--- config.mk ---
export PLATFORM = sky130hd
export DESIGN_NAME = sdcmd_top
export DESIGN_NICKNAME = d
export VERILOG_FILES = /design/src/sdcmd_pkg.sv /design/src/sdcmd_top.sv /design/src/sdcmd_cmd_transmitter.sv /design/src/sdcmd_crc7.sv /design/src/sdcmd_sclk_gen.sv
export SDC_FILE = /design/constraint.sdc
export NUM_CORES = 1
export LEC_CHECK = 0
export ABC_AREA = 1
export ABC_CLOCK_PERIOD_IN_PS = 3600
export BUFFER_PORTS_ARGS = -buffer_cell sky130_fd_sc_hd__buf_2
export CAP_MARGIN = 20
export CORE_MARGIN = 10
export CORE_UTILIZATION = 45
export CTS_BUF_LIST = sky130_fd_sc_hd__clkbuf_4 sky130_fd_sc_hd__clkbuf_8
export DETAILED_ROUTE_END_ITERATION = 10
export HOLD_SLACK_MARGIN = 0.08
export PLACE_DENSITY = 0.67
export SETUP_SLACK_MARGIN = 0.2
export SLEW_MARGIN = 10
export SYNTH_ARGS = -nofsm -noshare
export SYNTH_HDL_FRONTEND = slang
export SYNTH_SLANG_ARGS = --single-unit
export TNS_END_PERCENT = 50
--- constraint.sdc ---
create_clock -name i_clk -period 3.6 [get_ports i_clk]
set_input_delay 0.18 -clock i_clk [delete_from_list [all_inputs] [get_ports i_clk]]
set_output_delay 0.18 -clock i_clk [all_outputs]
set_load 0.1 [all_outputs]
--- src/sdcmd_pkg.sv ---
/*
 * Shared definitions for the SD command line controller
 * Widths, FSM state and error encodings, line direction values
 * Request and response structs
 */
`default_nettype none

package sdcmd_pkg;

    localparam int CMD_IDX_W = 6;
    localparam int CMD_ARG_W = 32;
    localparam int CRC7_W = 7;
    localparam int WDOG_W = 16;
    localparam int CLKDIV_W = 8;

    // Start and transmission bits plus index and argument
    localparam int FRAME_W = 2 + CMD_IDX_W + CMD_ARG_W;
    localparam int BITCNT_W = 6;
    localparam int RESP_RSVD_W = 2;

    // Command line direction
    localparam logic DIR_OUTPUT = 1'b0;
    localparam logic DIR_INPUT = 1'b1;

    // States below CMDSTATE_RESP_WAIT drive the line, as does CMDSTATE_PAUSE
    typedef enum logic [3:0] {
        CMDSTATE_IDLE,
        CMDSTATE_REQ_CONTENT,
        CMDSTATE_REQ_CRC7,
        CMDSTATE_REQ_STOPBIT,
        CMDSTATE_RESP_WAIT,
        CMDSTATE_RESP_TRANSBIT,
        CMDSTATE_RESP_CMD_MIRROR,
        CMDSTATE_RESP_REG,
        CMDSTATE_RESP_CRC7,
        CMDSTATE_RESP_STOPBIT,
        CMDSTATE_PAUSE
    } cmdstate_e;

    typedef enum logic [3:0] {
        CMDERR_NONE,
        CMDERR_NO_RESPONSE,
        CMDERR_WRONG_RESP_STARTBIT,
        CMDERR_WRONG_RESP_STOPBIT
    } cmderr_e;

    // 48-bit response formats only
    typedef enum logic [1:0] {
        RESP_R1,
        RESP_R3,
        RESP_R6
    } resp_type_e;

    typedef struct packed {
        logic [CMD_IDX_W-1:0] idx;
        logic [CMD_ARG_W-1:0] arg;
        resp_type_e rtype;
    } sdcmd_req_t;

    // Card status (R1), OCR (R3) or RCA (R6) in card_reg
    typedef struct packed {
        logic [CMD_IDX_W-1:0] cmd;
        logic [CMD_ARG_W-1:0] card_reg;
        logic [CRC7_W-1:0] crc7_rx;
        logic [CRC7_W-1:0] crc7_calc;
        resp_type_e rtype;
        logic [RESP_RSVD_W-1:0] rsvd;
    } sdcmd_resp_t;

endpackage

`default_nettype wire
--- src/sdcmd_top.sv ---
/*
 * SD command line host top level
 * SD clock divider, CRC7 unit and command FSM
 */
`timescale 1ns/1ps
`default_nettype none

module sdcmd_top (
    input  logic                           i_clk,
    input  logic                           i_nrst,
    input  logic [sdcmd_pkg::CLKDIV_W-1:0] i_clkdiv,
    input  logic [sdcmd_pkg::WDOG_W-1:0]   i_watchdog,
    input  logic                           i_cmd_set_low,
    input  logic                           i_req_valid,
    input  sdcmd_pkg::sdcmd_req_t          i_req,
    output logic                           o_req_ready,
    output logic                           o_resp_valid,
    output sdcmd_pkg::sdcmd_resp_t         o_resp,
    input  logic                           i_resp_ready,
    input  logic                           i_clear_cmderr,
    output sdcmd_pkg::cmdstate_e           o_cmdstate,
    output sdcmd_pkg::cmderr_e             o_cmderr,
    output logic                           o_sclk,
    output logic                           o_cmd,
    output logic                           o_cmd_dir,
    input  logic                           i_cmd
);

    logic                        sclk_posedge;
    logic                        sclk_negedge;
    logic                        crc7_clear;
    logic                        crc7_next;
    logic                        crc7_dat;
    logic [sdcmd_pkg::CRC7_W-1:0] crc7;

    sdcmd_sclk_gen i_sclk_gen (
        .i_clk          (i_clk),
        .i_nrst         (i_nrst),
        .i_clkdiv       (i_clkdiv),
        .o_sclk         (o_sclk),
        .o_sclk_posedge (sclk_posedge),
        .o_sclk_negedge (sclk_negedge)
    );

    sdcmd_crc7 i_crc7 (
        .i_clk   (i_clk),
        .i_nrst  (i_nrst),
        .i_clear (crc7_clear),
        .i_next  (crc7_next),
        .i_dat   (crc7_dat),
        .o_crc7  (crc7)
    );

    sdcmd_cmd_transmitter i_cmd_transmitter (
        .i_clk          (i_clk),
        .i_nrst         (i_nrst),
        .i_sclk_posedge (sclk_posedge),
        .i_sclk_negedge (sclk_negedge),
        .i_cmd          (i_cmd),
        .o_cmd          (o_cmd),
        .o_cmd_dir      (o_cmd_dir),
        .i_watchdog     (i_watchdog),
        .i_cmd_set_low  (i_cmd_set_low),
        .i_req_valid    (i_req_valid),
        .i_req          (i_req),
        .o_req_ready    (o_req_ready),
        .i_crc7         (crc7),
        .o_crc7_clear   (crc7_clear),
        .o_crc7_next    (crc7_next),
        .o_crc7_dat     (crc7_dat),
        .o_resp_valid   (o_resp_valid),
        .o_resp         (o_resp),
        .i_resp_ready   (i_resp_ready),
        .i_clear_cmderr (i_clear_cmderr),
        .o_cmdstate     (o_cmdstate),
        .o_cmderr       (o_cmderr)
    );

endmodule

`default_nettype wire

--- src/sdcmd_cmd_transmitter.sv ---
/*
 * SD command line FSM
 * Serializes the 48-bit command frame, waits for the response with a watchdog
 * and captures the 48-bit R1/R3/R6 response with error reporting
 */
`timescale 1ns/1ps
`default_nettype none

module sdcmd_cmd_transmitter (
    input  logic                          i_clk,
    input  logic                          i_nrst,
    input  logic                          i_sclk_posedge,
    input  logic                          i_sclk_negedge,
    input  logic                          i_cmd,
    output logic                          o_cmd,
    output logic                          o_cmd_dir,
    input  logic [sdcmd_pkg::WDOG_W-1:0]  i_watchdog,
    input  logic                          i_cmd_set_low,
    input  logic                          i_req_valid,
    input  sdcmd_pkg::sdcmd_req_t         i_req,
    output logic                          o_req_ready,
    input  logic [sdcmd_pkg::CRC7_W-1:0]  i_crc7,
    output logic                          o_crc7_clear,
    output logic                          o_crc7_next,
    output logic                          o_crc7_dat,
    output logic                          o_resp_valid,
    output sdcmd_pkg::sdcmd_resp_t        o_resp,
    input  logic                          i_resp_ready,
    input  logic                          i_clear_cmderr,
    output sdcmd_pkg::cmdstate_e          o_cmdstate,
    output sdcmd_pkg::cmderr_e            o_cmderr
);

    localparam int FW = sdcmd_pkg::FRAME_W;
    localparam int CW = sdcmd_pkg::BITCNT_W;

    typedef struct packed {
        sdcmd_pkg::cmdstate_e   cmdstate;
        sdcmd_pkg::cmderr_e     cmderr;
        logic [FW-1:0]          cmdshift;
        logic [CW-1:0]          cmdbitcnt;
        logic [sdcmd_pkg::WDOG_W-1:0] watchdog;
        sdcmd_pkg::resp_type_e  rtype;
        logic                   resp_valid;
        sdcmd_pkg::sdcmd_resp_t resp;
    } tx_regs_t;

    tx_regs_t r;
    tx_regs_t rin;

    logic driving;
    logic v_req_ready;
    logic v_crc7_next;
    logic v_crc7_clear;

    assign driving = (r.cmdstate < sdcmd_pkg::CMDSTATE_RESP_WAIT)
                     || (r.cmdstate == sdcmd_pkg::CMDSTATE_PAUSE);

    always_comb begin
        tx_regs_t v;

        v = r;
        v_req_ready = 1'b0;
        v_crc7_next = 1'b0;
        v_crc7_clear = 1'b0;

        if (i_clear_cmderr) begin
            v.cmderr = sdcmd_pkg::CMDERR_NONE;
        end
        if (i_resp_ready) begin
            v.resp_valid = 1'b0;
        end

        if (i_sclk_negedge) begin
            // Request side, MSB of the shift register is on the line
            case (r.cmdstate)
                sdcmd_pkg::CMDSTATE_IDLE: begin
                    v.cmdshift = i_cmd_set_low ? '0 : '1;
                    v_crc7_clear = 1'b1;
                    if (r.cmderr == sdcmd_pkg::CMDERR_NONE) begin
                        v_req_ready = 1'b1;
                        if (i_req_valid) begin
                            v.cmdshift = {1'b0, 1'b1, i_req.idx, i_req.arg};
                            v.rtype = i_req.rtype;
                            v.cmdbitcnt = CW'(FW - 1);
                            v_crc7_clear = 1'b0;
                            v_crc7_next = 1'b1;
                            v.cmdstate = sdcmd_pkg::CMDSTATE_REQ_CONTENT;
                        end
                    end
                end
                sdcmd_pkg::CMDSTATE_REQ_CONTENT: begin
                    if (r.cmdbitcnt != '0) begin
                        v.cmdshift = {r.cmdshift[FW-2:0], 1'b1};
                        v.cmdbitcnt = r.cmdbitcnt - 1'b1;
                        v_crc7_next = 1'b1;
                    end else begin
                        // CRC covers all 40 content bits by now, end bit follows it
                        v.cmdshift = {i_crc7, {(FW - sdcmd_pkg::CRC7_W){1'b1}}};
                        v.cmdbitcnt = CW'(sdcmd_pkg::CRC7_W - 1);
                        v_crc7_clear = 1'b1;
                        v.cmdstate = sdcmd_pkg::CMDSTATE_REQ_CRC7;
                    end
                end
                sdcmd_pkg::CMDSTATE_REQ_CRC7: begin
                    v.cmdshift = {r.cmdshift[FW-2:0], 1'b1};
                    if (r.cmdbitcnt != '0) begin
                        v.cmdbitcnt = r.cmdbitcnt - 1'b1;
                    end else begin
                        v.cmdstate = sdcmd_pkg::CMDSTATE_REQ_STOPBIT;
                    end
                end
                sdcmd_pkg::CMDSTATE_REQ_STOPBIT: begin
                    v.watchdog = i_watchdog;
                    v.cmdstate = sdcmd_pkg::CMDSTATE_RESP_WAIT;
                end
                sdcmd_pkg::CMDSTATE_PAUSE: begin
                    v_crc7_clear = 1'b1;
                    if (r.cmdbitcnt != '0) begin
                        v.cmdbitcnt = r.cmdbitcnt - 1'b1;
                    end else begin
                        v.cmdstate = sdcmd_pkg::CMDSTATE_IDLE;
                    end
                end
                default: begin
                end
            endcase
        end else if (i_sclk_posedge) begin
            // Response side, card bits sampled on the rising SD clock
            case (r.cmdstate)
                sdcmd_pkg::CMDSTATE_RESP_WAIT: begin
                    v.watchdog = r.watchdog - 1'b1;
                    if (!i_cmd) begin
                        v_crc7_next = 1'b1;
                        v.cmdstate = sdcmd_pkg::CMDSTATE_RESP_TRANSBIT;
                    end else if (r.watchdog == '0) begin
                        v.cmderr = sdcmd_pkg::CMDERR_NO_RESPONSE;
                        v.resp.rtype = r.rtype;
                        v.resp_valid = 1'b1;
                        v.cmdstate = sdcmd_pkg::CMDSTATE_IDLE;
                    end
                end
                sdcmd_pkg::CMDSTATE_RESP_TRANSBIT: begin
                    v_crc7_next = 1'b1;
                    if (!i_cmd) begin
                        v.cmdbitcnt = CW'(sdcmd_pkg::CMD_IDX_W - 1);
                        v.cmdstate = sdcmd_pkg::CMDSTATE_RESP_CMD_MIRROR;
                    end else begin
                        v.cmderr = sdcmd_pkg::CMDERR_WRONG_RESP_STARTBIT;
                        v.resp.rtype = r.rtype;
                        v.resp_valid = 1'b1;
                        v.cmdstate = sdcmd_pkg::CMDSTATE_IDLE;
                    end
                end
                sdcmd_pkg::CMDSTATE_RESP_CMD_MIRROR: begin
                    v_crc7_next = 1'b1;
                    v.resp.cmd = {r.resp.cmd[sdcmd_pkg::CMD_IDX_W-2:0], i_cmd};
                    if (r.cmdbitcnt != '0) begin
                        v.cmdbitcnt = r.cmdbitcnt - 1'b1;
                    end else begin
                        v.cmdbitcnt = CW'(sdcmd_pkg::CMD_ARG_W - 1);
                        v.cmdstate = sdcmd_pkg::CMDSTATE_RESP_REG;
                    end
                end
                sdcmd_pkg::CMDSTATE_RESP_REG: begin
                    v_crc7_next = 1'b1;
                    v.resp.card_reg = {r.resp.card_reg[sdcmd_pkg::CMD_ARG_W-2:0], i_cmd};
                    if (r.cmdbitcnt != '0) begin
                        v.cmdbitcnt = r.cmdbitcnt - 1'b1;
                    end else begin
                        v.cmdbitcnt = CW'(sdcmd_pkg::CRC7_W - 1);
                        v.cmdstate = sdcmd_pkg::CMDSTATE_RESP_CRC7;
                    end
                end
                sdcmd_pkg::CMDSTATE_RESP_CRC7: begin
                    // First CRC bit: the unit has absorbed all 40 response bits
                    if (r.cmdbitcnt == CW'(sdcmd_pkg::CRC7_W - 1)) begin
                        v.resp.crc7_calc = i_crc7;
                    end
                    v.resp.crc7_rx = {r.resp.crc7_rx[sdcmd_pkg::CRC7_W-2:0], i_cmd};
                    if (r.cmdbitcnt != '0) begin
                        v.cmdbitcnt = r.cmdbitcnt - 1'b1;
                    end else begin
                        v.cmdstate = sdcmd_pkg::CMDSTATE_RESP_STOPBIT;
                    end
                end
                sdcmd_pkg::CMDSTATE_RESP_STOPBIT: begin
                    if (!i_cmd) begin
                        v.cmderr = sdcmd_pkg::CMDERR_WRONG_RESP_STOPBIT;
                    end
                    v.resp.rtype = r.rtype;
                    v.resp_valid = 1'b1;
                    v.cmdbitcnt = CW'(2);
                    v.cmdstate = sdcmd_pkg::CMDSTATE_PAUSE;
                end
                default: begin
                end
            endcase
        end

        rin = v;
    end

    always_ff @(posedge i_clk or negedge i_nrst) begin
        if (!i_nrst) begin
            r <= '{
                cmdstate: sdcmd_pkg::CMDSTATE_IDLE,
                cmderr: sdcmd_pkg::CMDERR_NONE,
                cmdshift: '1,
                cmdbitcnt: '0,
                watchdog: '0,
                rtype: sdcmd_pkg::RESP_R1,
                resp_valid: 1'b0,
                resp: '0
            };
        end else begin
            r <= rin;
        end
    end

    assign o_cmd = r.cmdshift[FW-1];
    assign o_cmd_dir = driving ? sdcmd_pkg::DIR_OUTPUT : sdcmd_pkg::DIR_INPUT;
    assign o_req_ready = v_req_ready;
    assign o_crc7_clear = v_crc7_clear;
    assign o_crc7_next = v_crc7_next;
    // While driving, the CRC sees the bit being launched this strobe
    assign o_crc7_dat = driving ? rin.cmdshift[FW-1] : i_cmd;
    assign o_resp_valid = r.resp_valid;
    assign o_resp = r.resp;
    assign o_cmdstate = r.cmdstate;
    assign o_cmderr = r.cmderr;

endmodule

`default_nettype wire

--- src/sdcmd_crc7.sv ---
/*
 * Serial CRC7 accumulator, polynomial x^7 + x^3 + 1
 */
`timescale 1ns/1ps
`default_nettype none

module sdcmd_crc7 (
    input  logic                        i_clk,
    input  logic                        i_nrst,
    input  logic                        i_clear,
    input  logic                        i_next,
    input  logic                        i_dat,
    output logic [sdcmd_pkg::CRC7_W-1:0] o_crc7
);

    logic fb;

    assign fb = i_dat ^ o_crc7[6];

    always_ff @(posedge i_clk or negedge i_nrst) begin
        if (!i_nrst) begin
            o_crc7 <= '0;
        end else if (i_clear) begin
            o_crc7 <= '0;
        end else if (i_next) begin
            // Feedback taps at x^3 and x^0
            o_crc7 <= {o_crc7[5:3], o_crc7[2] ^ fb, o_crc7[1:0], fb};
        end
    end

endmodule

`default_nettype wire

--- src/sdcmd_sclk_gen.sv ---
/*
 * SD clock generator
 * Programmable half-period divider with one-cycle rise and fall strobes
 */
`timescale 1ns/1ps
`default_nettype none

module sdcmd_sclk_gen (
    input  logic                          i_clk,
    input  logic                          i_nrst,
    input  logic [sdcmd_pkg::CLKDIV_W-1:0] i_clkdiv,
    output logic                          o_sclk,
    output logic                          o_sclk_posedge,
    output logic                          o_sclk_negedge
);

    logic [sdcmd_pkg::CLKDIV_W-1:0] cnt;
    logic                           toggle;

    assign toggle = (cnt == '0);

    // Strobes are registered with the clock so they line up with the toggle
    always_ff @(posedge i_clk or negedge i_nrst) begin
        if (!i_nrst) begin
            cnt <= '0;
            o_sclk <= 1'b0;
            o_sclk_posedge <= 1'b0;
            o_sclk_negedge <= 1'b0;
        end else begin
            o_sclk_posedge <= toggle & ~o_sclk;
            o_sclk_negedge <= toggle & o_sclk;
            if (toggle) begin
                // New divider value is taken here
                cnt <= i_clkdiv - 1'b1;
                o_sclk <= ~o_sclk;
            end else begin
                cnt <= cnt - 1'b1;
            end
        end
    end

endmodule

`default_nettype wire

* Yosys cells after proc, flatten, opt, wreduce, memory -nomap -nowiden
Index checks and enable logic that the tools add are counted.
** Cells by class
- Add/subtract/negate cells :: 4
- $lt $le $gt $ge :: 1
- Equality and inequality tests :: 27
- Multiplexer cells :: 73
- Bitwise gates (word level) :: 6
- Reduce and logical (&&, ||, !) cells :: 25
** Operators with widths (count)
- $mux 46 :: 3
- $pmux 40 s3 :: 1
- $mux 55 :: 2
- $mux 40 :: 2
- $mux 4 :: 15
- $mux 22 :: 2
- $mux 16 :: 2
- $mux 32 :: 1
- $mux 6 :: 5
- $pmux 6 s5 :: 1
- $mux 8 :: 3
- $ne 3x3->1 const B :: 8
- $pmux 4 s6 :: 1
- $mux 7 :: 3
- $pmux 4 s5 :: 1
- $mux 1 :: 19
- $pmux 6 s3 :: 1
- $eq 4x3->1 const B :: 4
- $logic_not 16->1 :: 1
- $sub 16x1->16 const B :: 1
- $sub 8x1->8 const B :: 2
- $mux 14 :: 1
- $eq 4x4->1 const B :: 3
- $pmux 4 s3 :: 1
- other kinds (33) :: 53
** Storage, ports and cells
- Register bits after elaboration :: 145
- Input bits :: 71
- Output and inout port bits :: 69
- Logic and storage cells :: 154

* Logic depth before layout (Yosys ltp)
Gate-level depths: netlist of the first run.
- Depth after elaboration :: 10
- Depth in mapped cells :: 13
- Mapped depth without buffers :: 13

* Cells and area by module
From an unflattened synthesis of the first run, not the netlist that was laid out.
** Second synthesis, totals
- Cells, all modules :: 1069
- Area, all modules :: 8250.4 µm²
** By module, submodules not included
- sdcmd_cmd_transmitter :: times used 1, cells each 964, area each 7322.0 µm², seq. area each 3228.1 µm²
- sdcmd_sclk_gen :: times used 1, cells each 69, area each 615.6 µm², seq. area each 275.3 µm²
- sdcmd_crc7 :: times used 1, cells each 36, area each 312.8 µm², seq. area each 175.2 µm²

* Least setup slack after synthesis of the first run
Ideal clock, no wire load.
- Path type :: register -> output
- Start point :: register i_sclk_gen.o_sclk_negedge
- End point :: output port o_req_ready
- Data arrival time :: 2.880 ns
- Data required time :: 3.420 ns
- Setup slack :: 0.540 ns
- Cell stages (with the launch flop) :: 5
- Buffers on the path :: 2
- Path through :: dfrtp_1 buf_2 inv_1 clkbuf_1 nor3_1
** Between the ends
- Cells in the longest elaborated chain, start to end :: 1
** Ends and longest elaborated chain
- start, declared :: RTL line sdcmd_sclk_gen.sv:14 : output logic o_sclk_negedge
- start signal, assigned :: RTL line sdcmd_sclk_gen.sv:31 : o_sclk_negedge <= toggle & o_sclk;
- $mux 1 :: RTL line sdcmd_cmd_transmitter.sv:74 : if (i_sclk_negedge) begin
- end, declared :: RTL line sdcmd_top.sv:16 : output logic o_req_ready,
Every way passes these cells.

* Worst setup path after layout of the first run
Same ends and word-level chain as after synthesis.

==> results of run 1 <==
-- flip-flops by register name, indices dropped and copies added (netlist names) --
| signal | cells |
|---|---|
| i_cmd_transmitter.o_cmdstate | 4 |
| i_cmd_transmitter.o_resp_valid | 1 |
| i_sclk_gen.o_sclk | 1 |
| i_cmd_transmitter.r | 63 |
| i_cmd_transmitter.o_cmderr | 4 |
| i_sclk_gen.cnt | 8 |
| i_cmd_transmitter.o_resp | 54 |
| i_cmd_transmitter.o_cmd | 1 |
| i_sclk_gen.o_sclk_negedge | 1 |
| i_crc7.o_crc7 | 7 |
| i_sclk_gen.o_sclk_posedge | 1 |
-- logic make-up (layout without fill, tap and decap cells) --
logic type               after synthesis  after routing  share of synthesized area
AND/OR/NAND/NOR                      259            259                     0.1563
buffers and inverters                208            353                     0.1370
AO/OA/AOI/OAI                        199            199                     0.1616
flip-flops                           145            145                     0.4690
multiplexers                          32             32                    0.04594
XOR/XNOR                              18             18                    0.02010
adder cells (fa/ha/maj)                6              6                   0.009571
other                                  1              3                  0.0004781
-- per-layer routing --
layer	vias to the layer above	wire length [µm]	track usage
li1	3109	-	-
met1	3017	8297	0.2002
met2	157	9050	0.2616
met3	25	1117	0.04996
met4	0	316	0.06006
met5	-	0	0
-- power by group through the flow --
stage / Clock (mW) / Sequential, mW / Combinational, mW
CTS: 1.46 / 1.85 / 0.482
global placement: 0 / 1.88 / 0.420
floorplan: 0 / 1.91 / 0.248
global route: 1.53 / 1.86 / 0.541
detailed placement: 0 / 1.88 / 0.430
finish: 1.41 / 1.85 / 0.479
-- worst max-delay path: stages (launching register included) --
cell and delay [ns]:
dfrtp_1 0.72, inv_1 0.31, nor3_1 0.33, buf_2 0.49
-- stage by stage --
step | setup WS (ns) | cell area [µm²] | std cells
final | 1.131 | 9304 | 1240
after global routing | 0.8766 | 9304 | 1240
after CTS | 1.119 | 9301 | 1239
after detailed placement | 1.194 | 8237 | 1144
after global placement | 1.285 | 8237 | 1144
after floorplan | 0.5404 | 7848 | 869
-- cell usage after synthesis (2+ instances only) --
master     count  area (µm²)
nand2_1      120       450.4
inv_1        107       401.6
dfrtp_1      105        2628
buf_4         66       495.5
nor2_1        59       221.5
a21oi_1       57       285.3
o21ai_0       54       270.3
dfstp_2       40        1051
mux2_2        32       360.4
nand3_1       29       145.1
a221oi_1      25       219.0
o22ai_1       15       93.84
o21ai_1       14       70.07
buf_2         13       65.06
xor2_1        13       113.9
o211ai_1      10       75.07
clkbuf_1       9       33.78
inv_2          9       33.78
nand2_2        8       50.05
nor2_4         8       90.09
a221oi_2       7       105.1
nor3_1         7       35.03
ha_1           6       75.07
nand3_2        6       60.06
a31oi_1        5       31.28
nor3_2         5       50.05
xnor2_1        5       43.79
buf_6          4       45.04
nand4_1        4       25.02
nor2_2         4       25.02
a22oi_1        3       22.52
a2bb2oi_1      3       26.28
nor4_1         3       18.77
o21a_1         3       22.52
nand2_4        2       22.52
-- worst max path at each step --
stage	startpoint	endpoint	slack, ns
after floorplan	i_sclk_gen.o_sclk_negedge	o_req_ready	0.54
after detailed placement	i_sclk_gen.o_sclk_negedge	i_cmd_transmitter.r[77]	1.19
after CTS	i_sclk_gen.o_sclk_negedge	o_req_ready	1.12
after global placement	i_sclk_gen.o_sclk_negedge	i_cmd_transmitter.r[77]	1.28
final	i_sclk_gen.o_sclk_negedge	o_req_ready	1.13
after global routing	i_sclk_gen.o_sclk_negedge	i_cmd_transmitter.r[68]	0.88
-- layout make-up --
class / count / area [µm²]
Antenna cell: 1 / 2.502
Clock buffer: 19 / 249.0
Inverter: 116 / 435.4
Tap cell: 225 / 281.5
Clock inverter: 13 / 185.2
Fill cell: 1625 / 7873
Timing Repair Buffer: 205 / 1373
Sequential cell: 145 / 3679
Multi-Input combinational cell: 516 / 3099
-- cell usage in the layout, fill, tap and decap left out, types with 14 or more instances in the layout --
master,count
inv_1,107
clkbuf_8,17
mux2_2,32
dfstp_2,40
a21oi_1,57
o22ai_1,15
o21ai_0,54
dlygate4sd3_1,63
nand2_1,120
dfrtp_1,105
a221oi_1,25
nand3_1,29
buf_2,136
o21ai_1,14
nor2_1,59
==> impl.org, run 1 <==
** Global routing
- Overall track demand over capacity in global routing :: 0.1623
- The initial antenna violation count is 1.
- Entering global routing, the biggest net connects 87 pins.
- The first global-routing pass estimated 31,740 µm of wire.
- The number of global-route vias before repair is 6,435.
- For this run the aggregate overflow at the end of global routing stands at 0.

** Clock network
- For the worst-skew pair, the clock arrives at the later sink with an insertion delay of 0.45 ns.
- CTS resizes :: 0
- Once the clock tree was built, the setup fixing pass inserted 0 buffers.
- Clock-pin slew on the worst setup and hold paths :: 0.08 ns
- Inserted Clock Buffers :: 17
- After clock tree synthesis, the flow added hold-fix buffers numbering 63.
- Count of clock tree sinks :: 145
- # H-tree levels :: 4
- Maximum clock insertion buffer count :: 2
- CTS tree :: built
- The cell sitting at the root of the clock tree is a clkbuf_8.

** Yosys
- A synthesized cell averages 9.037 µm².
- Yosys printed 0 warnings.
- The cell area that synthesis handed to floorplanning was 7844 µm².
- The synthesized design contains 145 register bits.
- Seq/Total Area, Yosys :: 0.4690
- Synth unique cells :: 43
- For this run, asynchronously set or reset flops after synthesis account for 1.000.
- Synthesis produced 868 cells.
- For this run, the leading register cell type out of synthesis is dfrtp_1.
- Yosys mapped a number of flops with a built-in enable equal to 0.

** Cells and area
- Share of final-layout standard cells stronger than drive strength 1 :: 0.2939
- Layout Nets :: 1,078
- Share of the core filled with cells :: 0.5417
- From synthesis to final layout, the design area changed by 18.62%.

** Status
- The run finished with clean final reports.

** STA
- Total Negative Setup Slacks :: 0 ns
- Worst Skew :: 0.01453 ns
- The worst path in the final design needs a cycle of 2.469 ns, including I/O delays and setup.
- The final count of pins violating max slew was 0.
- Final worst hold slack :: 0.1369 ns
- Portion of the clock cycle consumed by the worst path in the final layout :: 0.6859
- Measured slew at the worst slew-check pin :: 0.7998 ns
- Setup violations remaining at the end of the flow were counted as 0.
- Unrepaired setup endpoints after global routing :: no
- Total count of hold-check failures in the final report :: 0
- Relative slew slack :: 0.4655
- Maximum operating frequency :: 405.0 MHz

** Pwr
- For this design the ratio of total power to cell area is 402.3 nW/µm².
- Seq pwr share :: 0.495
- For this design the total switching power over the nets is 1.003 mW.
- The share of total power dissipated in combinational logic is 0.128.
- Total design power :: 3.743 mW
- The internal power of the cells totals 2.740 mW.
- Maximum ir drop on the vdd rail :: 514.0 µV
- Of the total power, the clock network draws 0.377.
- Leak :: 4.822 nW
- Fraction of power spent switching nets :: 0.2679

** Setup path
- Nature of the critical path endpoint :: output port
- Reg2Reg Capture Point :: i_cmd_transmitter.r[77]
- Classification of the worst setup path :: register to output port
- STA classifies the critical path startpoint as a register.
- Data required time at the worst endpoint :: 3.42 ns
- Data arrives at the worst endpoint at 2.29 ns.
- The worst register-to-register path has a setup slack of 1.18 ns.
- Reg-to-Reg Start :: i_sclk_gen.o_sclk_negedge
- In this run the worst path has a maximum fanout of 18.
- Reg2Reg Depth :: 8

** Detailed routing
- In the routed design, unresolved DRC markers number 0.
- The detail route stage leaves a number of antenna-violating nets equal to 0.
- DR pass1 iterations :: 5
- Detailed-route vias per instance :: 5.087
- The routed layout has 6,308 vias.
- Total wire length after detailed routing :: 18,780 µm
- After detailed routing, the average wire length per cell comes to 15.15 µm.
- First DRT Iteration DRCs :: 407

** Floorplanning
- In this run the vertical extent of the chip is 152.0 µm.
- Initial Util :: 0.4567
- The die is 152.0 µm wide.
- Count of boundary I/O pins :: 140
- The core region is 17,180 µm².
- The die covers 23,110 µm².
- The floorplan has 48 rows.

** Placement
- Routability congestion estimate :: 0.8744
- In this run the tool buffered the top-level ports with 137 buffer cells.
- Post-DP HPWL :: 12,720 µm

** Worst hold path
- The min-delay analysis places its worst path in the category primary input to register.
- Min-Delay Endpoint :: i_cmd_transmitter.r[116]
- Along the worst hold path, the cell count comes to 4.
- The startpoint identified for the worst hold timing path is i_req[37].

** Job
- Count of maximum capacitance violations :: 0
Power figures use the tool's default switching activity.
==> run 2, diff against run 1 <==
--- a/config.mk
+++ b/config.mk
@@ -6,7 +6,7 @@
 export NUM_CORES = 1
 export LEC_CHECK = 0
 export ABC_AREA = 1
-export ABC_CLOCK_PERIOD_IN_PS = 3600
+export ABC_CLOCK_PERIOD_IN_PS = 2100
 export BUFFER_PORTS_ARGS = -buffer_cell sky130_fd_sc_hd__buf_2
 export CAP_MARGIN = 20
 export CORE_MARGIN = 10
@@ -14,7 +14,7 @@
 export CTS_BUF_LIST = sky130_fd_sc_hd__clkbuf_4 sky130_fd_sc_hd__clkbuf_8
 export DETAILED_ROUTE_END_ITERATION = 10
 export HOLD_SLACK_MARGIN = 0.08
-export PLACE_DENSITY = 0.67
+export PLACE_DENSITY = 0.69
 export SETUP_SLACK_MARGIN = 0.2
 export SLEW_MARGIN = 10
 export SYNTH_ARGS = -nofsm -noshare
==> constraint.sdc (replaced) <==
create_clock -name i_clk -period 2.1 [get_ports i_clk]
set_input_delay 0.105 -clock i_clk [delete_from_list [all_inputs] [get_ports i_clk]]
set_output_delay 0.105 -clock i_clk [all_outputs]
set_load 0.1 [all_outputs]
==> impl.org, run 2 (synthesis gave the netlist of run 1 again) <==
** Status
- The run finished with clean final reports.

** Setup path
- Register-to-Register Setup Slack :: 0.21 ns (-0.97 ns)
- Nature of the critical path endpoint :: register
- Classification of the worst setup path :: register to register
- The required time of the worst setup path was 2.45 ns (-0.97 ns).
- Largest driver fanout on the critical path :: 3 (-15)
- The endpoint arrival time on the critical path is 2.25 ns (-0.04 ns).
- Startpoint type of the worst setup path :: register

** Placement
- The number of instances in the placed design is 1,158 (+1.2%).
- The number of port buffers was 137 (unchanged).
- Post-DP HPWL :: 13,190 µm (+3.7%)
- The global placement routability congestion came to 0.9088 (+3.9%).

** Global routing
- Total congestion overflow :: 0 (unchanged)
- The pin count of the biggest net entering global routing came to 61 (-30%).
- Initial antenna violation count :: 1 (unchanged)
- First-pass GRT wire length :: 31,940 µm (+0.63%)
- Overall track demand over capacity in global routing :: 0.1639 (+0.001633)
- Number of global-route vias before repair :: 6,339 (-1.5%)

** STA
- The final worst clock skew is 0.01431 ns (-0.0002204 ns).
- The total count of hold-check failures in the final report came to 0 (unchanged).
- Portion of the clock cycle consumed by the worst path in the final layout :: 0.9017
- Counting I/O delays and the setup requirement, the final critical path takes 1.893 ns.
- Final count of pins violating max slew :: 0 (unchanged)
- Maximum operating frequency :: 528.1 MHz
- The final count of negative-setup-slack endpoints came to 0 (unchanged).
- The headroom to the max-slew limit was 0.6080 (+0.1425).
- Setup repair after global routing could not meet its margin everywhere.
- The actual slew at the worst max-slew pin came to 0.5826 ns (-0.2172 ns).

** Pwr
- The power per cell area came to 674.5 nW/µm² (+68%).
- Maximum ir drop on the vdd rail :: 911.6 µV (+77%)
- The static leakage is 5.067 nW (+5.1%).

** Clock network
- TritonCTS built the clock tree.
- # H-tree levels :: 4 (unchanged)
- The maximum buffer depth of the clock tree was 2 (unchanged).
- The clock sink count came to 145 (unchanged).
- Clock-pin slew on the worst setup and hold paths :: 0.09 ns (about the same)
- Clock tree synthesis selected as its root buffer the cell clkbuf_8.
- The latest clock arrival within the worst-skew pair came to 0.46 ns (about the same).
- The number of buffers inserted during clock tree synthesis was 17 (unchanged).

** Cells and area
- The number of filler instances in the final layout is 1,487 (-8.5%).
- Flip-flop count of the largest register after layout :: 63 (unchanged)
- The library cells used most frequently in the layout, excluding fill and tap cells, are buf_2, nand2_1, inv_1, dfrtp_1, dlygate4sd3_1.
- The net total in the final layout is 1,108 (+2.8%).
- The share of layout cells above drive strength 1 is 0.3439 (+0.04998).
- Share of the core filled with cells :: 0.5764 (+0.03475)
- The library cell used most frequently in the layout, excluding fill and tap cells, is buf_2.
- Area growth from synthesis to layout :: 26.22%
- The number of standard cells in the layout, taps in and fillers out is 1,270 (+2.4%).
- Most flop-heavy register :: i_cmd_transmitter.r

** Floorplanning
- Core region area :: 17,180 µm² (unchanged)
- The total number of placement rows was 48 (unchanged).
- The die footprint is 23,110 µm² (unchanged).
- Count of boundary I/O pins :: 140 (unchanged)
- The vertical die dimension came to 152.0 µm (unchanged).
- Overall die width :: 152.0 µm (unchanged)
- The initial cell density of the core is 0.4567 (unchanged).

** Detailed routing
- Sum of routed wire segments on met1 :: 8428 µm (+1.6%)
- The routed length on met2 is 9507 µm (+5.0%).
- DR pass1 iterations :: 6 (+1)
- The detailed-routed wire length on met3 came to 1183 µm (+5.9%).
- The post-route DRC violation count was 0 (unchanged).
- Highest metal layer used by the detailed router :: met4
- Total wire length after detailed routing :: 19,490 µm (+3.8%)
- Vias :: 6,430 (+1.9%)
- The detailed-route wire length per cell is 15.35 µm (+1.3%).
- Residual antenna-violating net count after detailed routing :: 0 (unchanged)
- The detailed-route vias per instance was 5.063 (-0.47%).
- First DRT Iteration DRCs :: 262 (-36%)

** Job
- Count of maximum capacitance violations :: 0 (unchanged)

** Worst hold path
- The min-delay analysis places its worst path in the category primary input to async pin.
[run 2: layout make-up]
type / count / area [µm²] / share of cell area
inverter: 116 / 437.9 / 0.04423
timing repair buffer: 235 / 1738 / 0.1755
tap: 225 / 281.5 / 0.02843
multi-input combinational: 516 / 3282 / 0.3315
antenna: 1 / 2.502 / 0.0002527
clock buffer: 18 / 247.7 / 0.02502
sequential: 145 / 3684 / 0.3720
clock inverter: 14 / 227.7 / 0.02300
[run 2: critical path, cell delays in order, from the launching register on]
cell and delay (ns):
dfrtp_1 0.42, inv_2 0.09, ha_4 0.14, inv_2 0.04, nor2_4 0.13, nand2_2 0.10, nor3_4 0.20, nand2_2 0.11
nor3_4 0.19, nand3_2 0.11, o211ai_1 0.20, nand2_1 0.07
[run 2: metal layers]
layer	track usage	vias to the layer above
met4	0.05685	0
met3	0.04714	24
met5	0	-
li1	-	3168
met1	0.2020	3052
met2	0.2687	186
[run 2: through the flow]
stage | power [mW] | worst slack, ns | hold slack, ns | area [µm²] | setup TNS, ns
3_5_place_dp | 3.978 | -0.01953 | 0.03780 | 8431 | -0.01953
3_3_place_gp | 3.952 | 0.009012 | 0.03718 | 8431 | 0
6_report | 6.678 | 0.2065 | 0.1074 | 9901 | 0
2_1_floorplan | 3.707 | 0.08753 | -0.1906 | 7859 | 0
5_1_grt | 7.005 | 0.1158 | 0.1272 | 9901 | 0
4_1_cts | 6.725 | 0.1553 | 0.08051 | 9681 | 0
[run 2: path summary, 6_finish.rpt]
check	depth (start not counted)	endpoint	startpoint
setup / recovery	11	i_cmd_transmitter.o_cmderr[1]	i_cmd_transmitter.r[60]
min in group i_clk	5	i_cmd_transmitter.r[80]	i_req_valid
hold reg to reg	2	i_cmd_transmitter.r[108]	i_cmd_transmitter.r[108]
hold / removal	2	i_cmd_transmitter.o_resp[16]	i_nrst
setup reg to reg	11	i_cmd_transmitter.o_cmderr[1]	i_cmd_transmitter.r[60]
max in group asynchronous	3	i_cmd_transmitter.r[85]	i_nrst
[run 2: report_power, final]
group | switching, mW | total [mW] | leakage (nW) | internal, mW
logic | 0.536 | 0.886 | 3.14 | 0.350
clock network | 1.15 | 2.61 | 0.228 | 1.47
registers | 0.127 | 3.18 | 1.70 | 3.05
total | 1.81 | 6.68 | 5.07 | 4.87
[run 2: repair_timing]
action | in CTS | in global routing
setup buffers | 1 | 8
resized for setup | 14 | 44
hold endpoints to repair | 174 | 1
hold buffers | 68 | 1
cloned | 1 | 0
pin swaps | 3 | 14
endpoints found under the setup margin | 37 | 65
==> run 3, diff against run 2 <==
--- a/config.mk
+++ b/config.mk
@@ -19,5 +19,6 @@
 export SLEW_MARGIN = 10
 export SYNTH_ARGS = -nofsm -noshare
 export SYNTH_HDL_FRONTEND = slang
+export SYNTH_HIERARCHICAL = 1
 export SYNTH_SLANG_ARGS = --single-unit
 export TNS_END_PERCENT = 50
==> impl.org, run 3 <==
** Clock network
- Clk_lat worst skew :: 0.46 ns (about the same)
- The maximum buffer depth of the clock tree is 2 (unchanged).
- # H-tree levels :: 4 (unchanged)
- The clock transition time at the flip-flop clock pins of the worst setup and hold paths is 0.08 ns (about the same).
- Inserted Clock Buffers :: 17 (unchanged)
- CTS tree :: built
- Clock Root Buffer :: clkbuf_8
- Count of clock tree sinks :: 145 (unchanged)

** Floorplanning
- The count of pins on the block boundary is 140 (unchanged).
- The die footprint came to 24,150 µm² (+4.5%).
- The horizontal extent of the die is 155.4 µm (+2.2%).
- DIE HEIGHT :: 155.4 µm (+2.2%)
- Initial Util :: 0.4577 (+0.001068)
- The area inside the core boundary came to 18,020 µm² (+4.9%).
- Site row count :: 49 (+2.1%)

** Setup path
- Classification of the worst setup path :: register to register
- Reg2Reg Depth :: 13 (+2)
- The reg2reg setup slack came to 0.23 ns (+0.03 ns).
- Largest driver fanout on the critical path :: 6 (+3)
- Nature of the critical path endpoint :: register
- The required time of the worst setup path is 2.44 ns (about the same).
- Reg2Reg Capture Point :: i_crc7/o_crc7[3]
- Startpoint type of the worst setup path :: register
- The startpoint identified for the worst register-to-register timing path is i_cmd_transmitter/o_cmdstate[3].
- Endpoint arrival time on the critical path :: 2.21 ns (-0.04 ns)

** Cells and area
- The summed area of non-filler cells in the final layout is 10,210 µm² (+3.1%).
- Ranked by flip-flop count, first place goes to i_cmd_transmitter/r.
- The net total in the final layout was 1,322 (+19%).
- Highest-count cells in the layout ignoring fill and taps :: nand2_1, nor2_1, buf_2
- The share of layout cells above drive strength 1 is 0.2800 (-0.06384).
- From synthesis to final layout, the design area changed by 23.70%.
- Most common library cell in the layout ignoring fill and taps :: nand2_1
- Flip-flop count of the largest register after layout :: 63 (unchanged)
- The final cell utilization of the core was 0.5662 (-0.01019).

** Yosys
- Post-Syn Area per Cell :: 7.718 µm² (-15%)
- Number of enable-type register cells in the synthesized netlist :: 0 (unchanged)
- By count the netlist is led by nand2_1, nor2_1, dfrtp_1.
- The sequential fraction of the synthesis area came to 0.4459 (-0.02311).
- Of all cell types, the one taking the most synthesized area is dfrtp_1.
- Proportion of netlist area held by the largest area contributor :: 0.3185 (-0.01651)
- Async S/R FF share, synth :: 1.000 (unchanged)
- The flip-flop and latch count after synthesis was 145 (unchanged).
- Yosys warnings :: 6 (+6)
- Sorting the synthesized cells by area gives the leading types as dfrtp_1, dfstp_2, nand2_1, nor2_1, buf_4.
- The synthesized area is 8250 µm² (+5.2%).
- Synth unique cells :: 41 (-4.7%)
- Number of cells produced by synthesis :: 1,069 (+23%)
- Most common flop cell mapped by yosys :: dfrtp_1
- Most frequent cell after synthesis :: nand2_1

** Detailed routing
- The total wire length after detailed routing came to 21,130 µm (+8.4%).
- DR pass1 iterations :: 6 (unchanged)
- Residual DRC :: 0 (unchanged)
- The total number of vias came to 7,363 (+15%).
- The residual antenna-violating net count after detailed routing was 0 (unchanged).
- The detailed-route wire length per cell is 14.21 µm (-7.4%).
- First DRT Iteration DRCs :: 506 (+93%)
- Detailed-route vias per instance :: 4.952 (-2.2%)

** STA
- The slack of the critical path was 0.2317 ns (+0.02518 ns).
- Final worst hold slack :: 0.1376 ns (+0.03017 ns)
- Portion of the clock cycle consumed by the worst path in the final layout :: 0.8897 (-0.01199)
- The headroom to the max-slew limit was 0.6547 (+0.04663).
- The post-route setup TNS came to 0 ns (unchanged).
- Crit path time final :: 1.868 ns (-0.02518 ns)
- The final count of pins violating max slew was 0 (unchanged).
- The final worst clock skew was 0.02458 ns (+0.01027 ns).
- Measured slew at the worst slew-check pin :: 0.5216 ns (-0.06099 ns)
- Number of setup violations in the final report :: 0 (unchanged)
- The achievable clock frequency came to 535.2 MHz (+1.3%).
- Total count of hold-check failures in the final report :: 0 (unchanged)
- Unrepaired setup endpoints after global routing :: yes

** Worst hold path
- For hold timing, the worst endpoint is i_cmd_transmitter/o_resp_valid.
- The min-delay analysis places its worst path in the category primary input to register.
- Hold Crit Depth :: 3
- Hold path startpoint :: i_cmd

** Global routing
- Overall track demand over capacity in global routing :: 0.1713 (+0.007346)
- The pin count of the biggest net entering global routing is 52 (-15%).
- Number of global-route vias before repair :: 7,112 (+12%)
- The residual overflow from global routing came to 0 (unchanged).
- The initial antenna violation count is 1 (unchanged).
- The global-route wire length before repair is 34,660 µm (+8.5%).

** Placement
- Post-Place Setup Slack :: 0.1704 ns (+0.1900 ns)
- The area of placed instances is 8817 µm² (+4.6%).
- Routability congestion estimate :: 0.9667 (+6.4%)
- The final HPWL from detailed placement was 14,600 µm (+11%).
- The number of port buffers came to 137 (unchanged).

** Status
- Run status :: finished, final reports clean

** Pwr
- Power share of the clock group :: 0.336 (-0.055)
- Maximum ir drop on the vdd rail :: 724.0 µV (-21%)
- The power per cell area was 702.6 nW/µm² (+4.2%).
- The reported net switching power is 2.125 mW (+17%).
- The sequential power share was 0.488 (+0.012).
- The static leakage came to 5.010 nW (-1.1%).
- The switching portion of total power is 0.2963 (+0.02532).
- The logic gate share of total power was 0.176 (+0.043).
- Total internal power :: 5.046 mW (+3.6%)

** Job
- The max-cap violation count is 0 (unchanged).
[run 3: changes by cell type after synthesis, sizes merged, moves of 10 or more]
cell	change
a21oi	+23
nor2	+133
o21ai	+10
a31oi	+12
a221oi	-32
mux2	-24
nand2	+92
[run 3: layer usage]
layer / global-route usage / up-vias / part of all wire
met3: 0.04880 / 17 / 0.066
met2: 0.2709 / 240 / 0.46
met4: 0.04234 / 0 / 0.012
met5: 0 / - / 0
met1: 0.2259 / 3406 / 0.46
li1: - / 3700 / -
[run 3: what timing repair did]
| item | 4_1_cts | 5_1_grt |
|---|---|---|
| setup endpoints to repair | 3 | 75 |
| endpoints found under the hold margin | 160 | 0 |
| hold buffers | 69 | 0 |
| gates resized for setup | 2 | 29 |
| setup buffers | 0 | 23 |
| pin swaps | 0 | 8 |
[run 3: cell families (layout without fill, tap and decap cells)]
logic type / Yosys count / after routing / share of synthesized area
flops: 145 / 145 / 0.4459
fa+ha+maj: 7 / 7 / 0.01062
buf+inv: 215 / 402 / 0.1368
other cells: 1 / 3 / 0.0004545
mux: 8 / 8 / 0.01092
compound gates: 196 / 196 / 0.1310
xor+xnor: 10 / 10 / 0.01062
simple gates: 487 / 487 / 0.2537
[run 3: power by group through the flow]
stage	clock, mW	combinational, mW	sequential, mW
6_report	2.41	1.26	3.50
5_1_grt	2.60	1.43	3.55
2_1_floorplan	0	0.790	3.59
3_5_place_dp	0	1.16	3.55
3_3_place_gp	0	1.13	3.53
4_1_cts	2.49	1.26	3.50
[run 3: how the worst max path moves through the flow]
| stage | startpoint | endpoint | slack (ns) |
|---|---|---|---|
| final | i_cmd_transmitter/o_cmdstate[3] | i_crc7/o_crc7[3] | 0.23 |
| after global routing | i_cmd_transmitter/o_cmdstate[0] | i_crc7/o_crc7[3] | 0.08 |
| after CTS | i_cmd_transmitter/o_cmdstate[2] | i_crc7/o_crc7[3] | 0.14 |
| after detailed placement | i_cmd_transmitter/o_cmdstate[2] | i_crc7/o_crc7[3] | 0.17 |
| after global placement | i_cmd_transmitter/o_cmdstate[2] | i_crc7/o_crc7[3] | 0.25 |
| after floorplan | i_cmd_transmitter/r[76] | i_crc7/o_crc7[3] | 0.21 |
[run 3: worst max-delay path, stage by stage (launching register included)]
cell and delay [ns]:
dfrtp_2 0.47, nor2_4 0.16, buf_6 0.14, nand2_2 0.10
nor2_4 0.17, nand2_1 0.09, nand3_2 0.09, o211ai_1 0.10
nand2_1 0.11, inv_1 0.06, nand2_1 0.08, nand3_1 0.07
nand3_1 0.08, nand2_1 0.05
[run 3: area by class of cell]
type                       instances  area, µm²
antenna                            1      2.502
clock buffer                      17      234.0
clock inverter                    15      197.7
fill                            1680       7819
inverter                         116      441.7
multi-input combinational        710       3558
sequential                       145       3685
tap                              229      286.5
timing repair buffer             254       1800
[run 3: through the flow]
stage               std cells  power (mW)
floorplan                1070       4.378
global placement         1362       4.659
detailed placement       1362       4.707
CTS                      1463       7.242
global route             1487       7.580
finish                   1487       7.171
